--- config.mk ---
export PLATFORM = sky130hd
export DESIGN_NAME = countdown_display
export DESIGN_NICKNAME = d
export VERILOG_FILES = /design/src/dm_pkg.sv /design/src/countdown_display.sv /design/src/row_scanner.sv /design/src/glyph_rom.sv /design/src/countdown_ctrl.sv /design/src/tick_gen.sv
export SDC_FILE = /design/constraint.sdc
export NUM_CORES = 1
export LEC_CHECK = 0
export ABC_AREA = 1
export BUFFER_PORTS_ARGS = -buffer_cell sky130_fd_sc_hd__buf_2
export CAP_MARGIN = 40
export CORE_AREA = 5 5 63 122
export CTS_CLUSTER_SIZE = 12
export DETAILED_ROUTE_END_ITERATION = 7
export DIE_AREA = 0 0 68 127
export HOLD_SLACK_MARGIN = 0.1
export PLACE_DENSITY = 0.75
export REMOVE_ABC_BUFFERS = 1
export SLEW_MARGIN = 40
export SYNTH_ARGS = -nofsm -noshare
export SYNTH_HDL_FRONTEND = slang
export SYNTH_SLANG_ARGS = --single-unit
export TNS_END_PERCENT = 1
--- constraint.sdc ---
create_clock -name clk -period 1.85 [get_ports clk]
set_input_delay 0.0925 -clock clk [delete_from_list [all_inputs] [get_ports clk]]
set_output_delay 0.0925 -clock clk [all_outputs]
set_load 0.01 [all_outputs]
--- src/dm_pkg.sv ---
package dm_pkg;

    localparam int GLYPH_W  = 8;
    localparam int NUM_ROWS = 8;

    // Row period in clocks and frames per digit, for 50 MHz and a 1 kHz row rate.
    localparam int DEF_SCAN_DIV    = 50000;
    localparam int DEF_STEP_FRAMES = 125;

    typedef logic [2:0] row_idx_t;
    typedef logic [2:0] digit_t;
    typedef logic [GLYPH_W-1:0] col_t; // Bit 7 is the leftmost column.

    localparam digit_t DIGIT_START = 3'd6;
    localparam digit_t DIGIT_BLANK = 3'd7;

    // One row of both colour planes, as it goes to the column drivers.
    typedef struct packed {
        col_t red;
        col_t green;
    } pixel_row_t;

    typedef enum logic [1:0] {
        IDLE,
        COUNT,
        HOLD
    } ctrl_state_t;

endpackage
--- src/countdown_display.sv ---
`timescale 1ns/1ps

module countdown_display #(
    parameter int SCAN_DIV    = dm_pkg::DEF_SCAN_DIV,
    parameter int STEP_FRAMES = dm_pkg::DEF_STEP_FRAMES
) (
    input  logic                        clk,
    input  logic                        rst,
    input  logic                        st,
    output logic [dm_pkg::NUM_ROWS-1:0] row,
    output dm_pkg::col_t                colr,
    output dm_pkg::col_t                colg
);

    logic               run;
    logic               scan_tick;
    logic               step_tick;
    dm_pkg::digit_t     digit;
    dm_pkg::row_idx_t   next_row;
    dm_pkg::pixel_row_t pix;

    tick_gen #(
        .SCAN_DIV    (SCAN_DIV),
        .STEP_FRAMES (STEP_FRAMES)
    ) u_tick_gen (
        .clk       (clk),
        .rst       (rst),
        .run       (run),
        .scan_tick (scan_tick),
        .step_tick (step_tick)
    );

    countdown_ctrl u_countdown_ctrl (
        .clk       (clk),
        .rst       (rst),
        .st        (st),
        .step_tick (step_tick),
        .digit     (digit),
        .run       (run)
    );

    glyph_rom u_glyph_rom (
        .digit   (digit),
        .row_sel (next_row), // Looked up one row ahead of the registered drive.
        .pix     (pix)
    );

    row_scanner u_row_scanner (
        .clk       (clk),
        .rst       (rst),
        .active    (run),
        .scan_tick (scan_tick),
        .pix       (pix),
        .next_row  (next_row),
        .row       (row),
        .colr      (colr),
        .colg      (colg)
    );

endmodule

--- src/row_scanner.sv ---
`timescale 1ns/1ps

module row_scanner (
    input  logic                         clk,
    input  logic                         rst,
    input  logic                         active,
    input  logic                         scan_tick,
    input  dm_pkg::pixel_row_t           pix,
    output dm_pkg::row_idx_t             next_row,
    output logic [dm_pkg::NUM_ROWS-1:0]  row,
    output dm_pkg::col_t                 colr,
    output dm_pkg::col_t                 colg
);

    dm_pkg::row_idx_t row_idx;

    // Wraps from 7 to 0 by the width of the index alone.
    assign next_row = row_idx + 3'd1;

    always_ff @(posedge clk or posedge rst)
    begin
        if (rst)
        begin
            row_idx <= 3'd7;
            row     <= '1;
            colr    <= '0;
            colg    <= '0;
        end
        else if (!active)
        begin
            row_idx <= 3'd7; // The first tick after a start then selects row 0.
            row     <= '1;
            colr    <= '0;
            colg    <= '0;
        end
        else if (scan_tick)
        begin
            row_idx <= next_row;
            row     <= ~(dm_pkg::NUM_ROWS'(1) << next_row);
            colr    <= pix.red;
            colg    <= pix.green;
        end
    end

    // Once a row is lit, each tick moves the low bit one row on, wrapping from 7 to 0.
    a_row_walk: assert property (@(posedge clk) disable iff (rst)
        (active && scan_tick && !(&row)) |=>
            (row == $past({row[dm_pkg::NUM_ROWS-2:0], row[dm_pkg::NUM_ROWS-1]})));

endmodule

--- src/glyph_rom.sv ---
`timescale 1ns/1ps

module glyph_rom (
    input  dm_pkg::digit_t     digit,
    input  dm_pkg::row_idx_t   row_sel,
    output dm_pkg::pixel_row_t pix
);

    dm_pkg::col_t shape;

    // Every digit has a single shape; the colour only decides which planes light.
    always_comb
    begin
        shape = '0;
        case (digit)
            3'd6:
                case (row_sel)
                    3'd0: shape = 8'b0111_1000;
                    3'd1: shape = 8'b1100_1100;
                    3'd2: shape = 8'b0000_1100;
                    3'd3: shape = 8'b0001_1000;
                    3'd4: shape = 8'b0011_0000;
                    3'd6: shape = 8'b0011_0000;
                    default: shape = 8'b0000_0000; // Rows 5 and 7 stay dark.
                endcase
            3'd5:
                case (row_sel)
                    3'd1: shape = 8'b0111_1110;
                    3'd2: shape = 8'b0110_0000;
                    3'd3: shape = 8'b0111_1100;
                    3'd4, 3'd5: shape = 8'b0000_0110;
                    3'd6: shape = 8'b0110_0110;
                    3'd7: shape = 8'b0011_1100;
                    default: shape = 8'b0000_0000;
                endcase
            3'd4:
                case (row_sel)
                    3'd1, 3'd6, 3'd7: shape = 8'b0000_1100;
                    3'd2: shape = 8'b0001_1100;
                    3'd3: shape = 8'b0010_1100;
                    3'd4: shape = 8'b0100_1100;
                    3'd5: shape = 8'b0111_1110;
                    default: shape = 8'b0000_0000;
                endcase
            3'd3:
                case (row_sel)
                    3'd1, 3'd7: shape = 8'b0011_1100;
                    3'd2, 3'd6: shape = 8'b0110_0110;
                    3'd3, 3'd5: shape = 8'b0000_0110;
                    3'd4: shape = 8'b0001_1100;
                    default: shape = 8'b0000_0000;
                endcase
            3'd2:
                case (row_sel)
                    3'd1: shape = 8'b0011_1100;
                    3'd2: shape = 8'b0110_0110;
                    3'd3: shape = 8'b0000_0110;
                    3'd4: shape = 8'b0000_1100;
                    3'd5: shape = 8'b0011_0000;
                    3'd6: shape = 8'b0110_0000;
                    3'd7: shape = 8'b0111_1110;
                    default: shape = 8'b0000_0000;
                endcase
            3'd1:
                case (row_sel)
                    3'd3: shape = 8'b0011_1000;
                    3'd7: shape = 8'b0111_1110;
                    3'd0: shape = 8'b0000_0000;
                    default: shape = 8'b0001_1000;
                endcase
            3'd0:
                case (row_sel)
                    3'd1, 3'd7: shape = 8'b0011_1100;
                    3'd0: shape = 8'b0000_0000;
                    default: shape = 8'b0100_0010;
                endcase
            default: shape = '0;
        endcase
    end

    // Red for 6 to 2, green for 3 to 0, so 3 and 2 come out yellow.
    assign pix.red   = (digit >= 3'd2 && digit <= 3'd6) ? shape : '0;
    assign pix.green = (digit <= 3'd3) ? shape : '0;

endmodule

--- src/countdown_ctrl.sv ---
`timescale 1ns/1ps

module countdown_ctrl (
    input  logic           clk,
    input  logic           rst,
    input  logic           st,
    input  logic           step_tick,
    output dm_pkg::digit_t digit,
    output logic           run
);

    dm_pkg::ctrl_state_t state;

    // St is folded in here so that the dividers and the display stop on the
    // same edge that takes the state back to IDLE.
    assign run = st && (state != dm_pkg::IDLE);

    always_ff @(posedge clk or posedge rst)
    begin
        if (rst)
        begin
            state <= dm_pkg::IDLE;
            digit <= dm_pkg::DIGIT_BLANK;
        end
        else if (!st)
        begin
            state <= dm_pkg::IDLE;
            digit <= dm_pkg::DIGIT_BLANK;
        end
        else
        begin
            case (state)
                dm_pkg::IDLE:
                begin
                    state <= dm_pkg::COUNT;
                    digit <= dm_pkg::DIGIT_START;
                end
                dm_pkg::COUNT:
                begin
                    if (step_tick)
                    begin
                        if (digit == 3'd0)
                            state <= dm_pkg::HOLD; // Zero stays up until st drops.
                        else
                            digit <= digit - 3'd1;
                    end
                end
                dm_pkg::HOLD:
                begin
                    digit <= 3'd0;
                end
                default:
                begin
                    state <= dm_pkg::IDLE;
                    digit <= dm_pkg::DIGIT_BLANK;
                end
            endcase
        end
    end

    // The blank code is only legal while nothing is being counted.
    a_no_blank_active: assert property (@(posedge clk) disable iff (rst)
        (state != dm_pkg::IDLE) |-> (digit != dm_pkg::DIGIT_BLANK));

endmodule

--- src/tick_gen.sv ---
`timescale 1ns/1ps

module tick_gen #(
    parameter int SCAN_DIV    = dm_pkg::DEF_SCAN_DIV,
    parameter int STEP_FRAMES = dm_pkg::DEF_STEP_FRAMES
) (
    input  logic clk,
    input  logic rst,
    input  logic run,
    output logic scan_tick,
    output logic step_tick
);

    localparam int DIV_W = $clog2(SCAN_DIV + 1);
    localparam int STEP_TICKS = STEP_FRAMES * dm_pkg::NUM_ROWS;
    localparam int FRM_W = $clog2(STEP_TICKS + 1);
    localparam logic [DIV_W-1:0] DIV_LAST = DIV_W'(SCAN_DIV - 1);
    localparam logic [FRM_W-1:0] FRM_LAST = FRM_W'(STEP_TICKS - 1);

    logic [DIV_W-1:0] div_cnt;
    logic [FRM_W-1:0] frm_cnt; // Scan ticks since the last step.

    assign scan_tick = run && (div_cnt == DIV_LAST);
    assign step_tick = scan_tick && (frm_cnt == FRM_LAST);

    always_ff @(posedge clk or posedge rst)
    begin
        if (rst)
        begin
            div_cnt <= '0;
            frm_cnt <= '0;
        end
        else if (!run)
        begin
            div_cnt <= '0; // Restart so that every countdown begins on a full row.
            frm_cnt <= '0;
        end
        else
        begin
            if (scan_tick)
                div_cnt <= '0;
            else
                div_cnt <= div_cnt + 1'b1;

            if (step_tick)
                frm_cnt <= '0;
            else if (scan_tick)
                frm_cnt <= frm_cnt + 1'b1;
        end
    end

    // Neither divider ever counts past its last value.
    a_counts_in_range: assert property (@(posedge clk) disable iff (rst)
        (div_cnt <= DIV_LAST) && (frm_cnt <= FRM_LAST));

endmodule

==> Word-level counts from Yosys, hierarchy flattened <==
Cells that the tools add are included.
{ "classes": {"add_sub_neg": 4, "magnitude_cmp": 3, "eq_ne": 23, "n_shift": 1, "mux": 31, "bitwise_logic": 1, "reduce_logical": 16} }
{ "ops": {"columns": ["cell", "n"], "rows": [
  ["two-way mux 8 bit", 8],
  ["one-hot mux 8 bit (7 select lines)", 1],
  ["one-hot mux 7 bit (7 select lines)", 1],
  ["one-hot mux 7 bit (6 select lines)", 1],
  ["one-hot mux 8 bit (5 select lines)", 1],
  ["one-hot mux 7 bit (5 select lines)", 1],
  ["two-way mux 16 bit", 2],
  ["two-way mux 10 bit", 3],
  ["one-hot mux 7 bit (4 select lines)", 1],
  ["== test 3 bit (second input constant)", 7],
  ["one-hot mux 7 bit (3 select lines)", 1],
  ["adder 16 x 1 -> 16 bit (second input constant)", 1],
  ["== test 16 bit (second input constant)", 1],
  ["two-way mux 3 bit", 5],
  ["one-hot mux 7 bit (2 select lines)", 1],
  ["== test 3 x 2 -> 1 bit (second input constant)", 4],
  ["adder 10 x 1 -> 10 bit (second input constant)", 1],
  ["== test 10 bit (second input constant)", 1],
  ["OR reduction 2 bit", 5],
  ["!= test 3 bit (second input constant)", 3],
  ["one-hot mux 3 bit (3 select lines)", 1],
  ["inverter 8 bit", 1],
  ["<< shifter 1 x 3 -> 8 bit (first input constant)", 1],
  ["== test 3 x 1 -> 1 bit (second input constant)", 2],
  ["other kinds (18)", 25]
]} }
{ "word_totals": {"ff_bits": 58, "input_bits": 3} }

==> Logic depth before layout (Yosys ltp) <==
{ "logic_depth": {"depth_word": 8, "depth_mapped": 11, "mapped_depth_nobuf": 11} }

==> Hierarchy <==
Synthesis repeated with hierarchy kept, for this count alone.
{ "hier_totals": {"cells_unflattened": 501, "area_unflattened_um2": 3786.1} }
{ "modules_own_cells": {"columns": ["mod", "instances", "cells_each", "area_per_inst_um2", "seq_area_each_um2"], "rows": [
  ["tick_gen", 1, 206, 1574.0, 650.6],
  ["row_scanner", 1, 131, 1198.6, 689.4],
  ["glyph_rom", 1, 122, 686.9, 0.0],
  ["countdown_ctrl", 1, 42, 326.6, 128.9]
]} }

==> Worst setup path before layout <==
Ideal clock, no wire load.
{ "synth_timing": {"path_type": "register to register", "from": "register u_row_scanner.row_idx[0]", "to": "register u_row_scanner.colg[2]", "arrival_time_ns": 1.804, "slack_ns": -0.075, "stages_incl_launch_ff": 9, "path_buffers": 0, "period_less_slack_ns": 1.925, "cell_sequence": "dfstp_2 > ha_1 > ha_1 > nand2_1 > nand3_1 > o21ai_0 > nand3_2 > o21bai_1 > nand2_1"} }
{ "synth_between": {"elab_chain_cells": 8, "elab_cells_between_ends": 26} }
{ "synth_rtl": {"columns": ["item", "line_no", "text"], "rows": [
  ["start: declaration", "row_scanner.sv:15", "dm_pkg::row_idx_t row_idx;"],
  ["start signal: assignment", "row_scanner.sv:38", "row_idx <= next_row;"],
  ["adder 3 x 1 -> 3 bit *", "row_scanner.sv:18", "assign next_row = row_idx + 3'd1;"],
  ["== test 3 bit (tied with other cells)", null, null],
  ["OR reduction 3 bit (tied with other cells)", "glyph_rom.sv:37", "case (row_sel)"],
  ["one-hot mux 7 bit (5 select lines) (tied with other cells)", "glyph_rom.sv:37", null],
  ["one-hot mux 8 bit (7 select lines) *", "glyph_rom.sv:15", "case (digit)"],
  ["two-way mux 8 bit *", "glyph_rom.sv:83", "assign pix.green = (digit <= 3'd3) ? shape : '0;"],
  ["two-way mux 8 bit *", "row_scanner.sv:36", "else if (scan_tick)"],
  ["two-way mux 8 bit *", "row_scanner.sv:29", "else if (!active)"],
  ["end signal: assignment", "row_scanner.sv:41", "colg <= pix.green;"],
  ["end: declaration", "row_scanner.sv:12", "output dm_pkg::col_t colg"]
]} }
Every way passes the cells marked *; elsewhere a longest branch is shown, timed or not. The select of a mux whose other input is x is not followed.
A chain may end at the register's enable or synchronous reset.

==> Final worst setup path <==
{ "layout_timing": {"from": "register u_row_scanner.row_idx[0]", "to": "register u_row_scanner.colg[3]"} }
The elaborated chain is that of the path after synthesis.

==> run summary <==
Status = finished with violations
Failing checks = setup timing
Pwr Density = 617 nW/um^2
Hpwl dp = 6680 um
Min cycle time layout = 1.86 ns
Ports = 27
DIE AREA = 8640 um^2
Largest net degree at the start of global routing = 23
Vias in the first global route = 3278
Worst Path Required = 2.04 ns
Hold Vio Cnt, Final = 0
Slew margin rel. = 65.7%
Final setup fails = 1
First-pass GRT wire length = 14700 um
Placed cell areas = 3900 um^2
Worst-margin pin slew = 0.511 ns
Initial core utilization = 53.7%
R2R Setup Slk = -0.008 ns
Worst-path clk slew = 0.08 ns
Leakage power = 2.23 nW
Worst setup margin = -0.00816 ns
Die Y = 127 um
Die width = 68 um
Initial antenna violation count = 0
Via count = 3239
Final std cells w/o fill = 614
Highest clock rate = 538 MHz
Crit Path Max Fanout = 6
Final estimated routing congestion in global placement = 0.928
Worst-Skew Late Latency = 0.30 ns
Fraction of layout cells with a size suffix above 1 = 25.1%
Commonest non-fill, non-tap cell in the layout = nand2_1
Initial DRT Pass Iterations = 5
Ranking of synthesized cells by area = dfrtp_1, nand2_1, dfstp_2, nor2_1, inv_1
RSZ-0062 raised after global routing = true
Max Cap Viol = 0
Row count = 42
CTS tree = built
Avg Cell Area, Syn = 7.45 um^2
Diode count = 0
Ys Warns = 0
Total power draw = 2.57 mW
Most frequent cells in the layout = nand2_1, nor2_1, inv_1
Cell taking the most area after synthesis = dfrtp_1
Total CTS buffers = 5
Antenna-violating nets left = 0
Critical Path Sink Type = flop
Design Area, Final = 4170 um^2
Mapped cell area = 3520 um^2
Port Buffer Count = 24
Area share of the largest cell type after synthesis = 29.8%
IR drop worst, VDD = 0.443 mV
Area Growth Syn to Fin = 18.3%
Final Skew = 0.00831 ns
Startpoint Class = flop
NumNets Final = 543
Yosys reg bits = 56
HP Class = in -> async
Total global-route track usage = 22.2%
Wire per inst = 14.2 um
WP data arrival = 2.05 ns
Tcrit/Tclk final = 100%
Global route overflow = 0
Max clock buf depth = 2
Cells after synthesis = 473
Clk root buf = clkbuf_16
Place WS = -0.175 ns
Total clock sinks = 56
Core ar. = 6570 um^2
Remaining DRCs = 0
DR vias/cell = 5.28
Slew Limit Fails = 0
Crit path kind = reg -> reg
Post-synthesis sequential area ratio = 40.3%
DRT Wirelength = 8730 um
Initial drt markers = 214
Synth cell types = 37
Max H-tree Level = 2
Dpl cells = 604
[final cells by class]
type,count,area [um^2]
Timing Repair Buffer,54,370
Sequential cell,56,1420
Clock buffer,5,125
Fill cell,582,2400
Clock inverter,3,22.5
Multi-Input combinational cell,350,1900
Tap cell,88,110
Inverter,58,223
[worst paths after layout]
path	from	end	cells past startpoint
max	u_row_scanner.row_idx[0]	u_row_scanner.colg[3]	12
min	rst	u_tick_gen.div_cnt[11]	3
max reg2reg	u_row_scanner.row_idx[0]	u_row_scanner.colg[3]	12
min reg2reg	u_tick_gen.div_cnt[0]	u_tick_gen.div_cnt[0]	1
max in group asynchronous	rst	u_countdown_ctrl.digit[2]	4
min in group clk	u_tick_gen.div_cnt[0]	u_tick_gen.div_cnt[0]	1
[cell usage after synthesis (all sizes together)]
master  instances
o21ai          21
nor3           10
xnor2           1
a21oi          20
nand3b          2
a31oi           5
o22ai           6
inv            57
ha             15
o21bai          3
nand2         150
or2             1
nand4           6
nand3          39
a22oi           1
buf            10
dfrtp          42
clkinv          1
conb            1
xor2            4
o21a            1
dfstp          14
nor2           62
a21boi          1
[through the flow]
stage / hold slack (ns) / util, % / TNS (ns)
after floorplan: 0.209 / - / -0.304
after CTS: 0.350 / 63.2 / -0.00679
after global placement: 0.109 / 59.4 / -0.960
final: 0.339 / 63.5 / -0.00816
after detailed placement: 0.129 / 59.4 / -1.57
after global routing: 0.397 / 63.5 / -1.43
[per-layer routing]
metal	GRT usage, %	wire, um	vias to the layer above
li1	-	-	1614
met5	0	0	-
met2	39.1	4760	113
met3	2.90	391	32
met4	12.7	437	0
met1	24.4	3140	1480
[report_power, final]
group          leakage [nW]  switching (mW)  internal (mW)
sequential            0.731          0.0306           1.25
clock                0.0742           0.459          0.508
combinational          1.42           0.221          0.102
[logic make-up after synthesis]
logic type	Yosys count	share of synthesized area (%)
AND/OR/NAND/NOR	270	35.4
buffers and inverters	68	8.41
other	1	0.106
adder cells (fa/ha/maj)	15	5.32
flip-flops	56	40.3
AO/OA/AOI/OAI	58	9.30
XOR/XNOR	5	1.24
[what timing repair did]
| action | 4_1_cts | 5_1_grt |
|---|---|---|
| hold buffers | 2 | 0 |
| hold endpoints to repair | 21 | 0 |
| pin swaps | 3 | 1 |
| gates resized for setup | 24 | 10 |
| buffers inserted | 0 | 0 |
| setup endpoints to repair | 12 | 12 |
[worst max-delay path, cell delays in order (launching register included)]
cell,delay (ns)
dfstp_2,0.57
buf_6,0.13
inv_1,0.07
buf_4,0.15
ha_1,0.22
inv_2,0.07
nand2_1,0.05
nand2_1,0.06
nand2_1,0.08
nor2_1,0.11
nand4_1,0.10
nand2_1,0.08
nand2_1,0.05
[sequential cells by signal (all words and copies together), names as in the netlist]
| name | cells |
|---|---|
| u_countdown_ctrl.digit | 3 |
| u_tick_gen.div_cnt | 16 |
| u_row_scanner.colg | 7 |
| u_row_scanner.row_idx | 3 |
| u_countdown_ctrl.state | 2 |
| u_row_scanner.row | 8 |
| u_row_scanner.colr | 7 |
| u_tick_gen.frm_cnt | 10 |
Note: power is estimated with default switching activity, not from simulation.
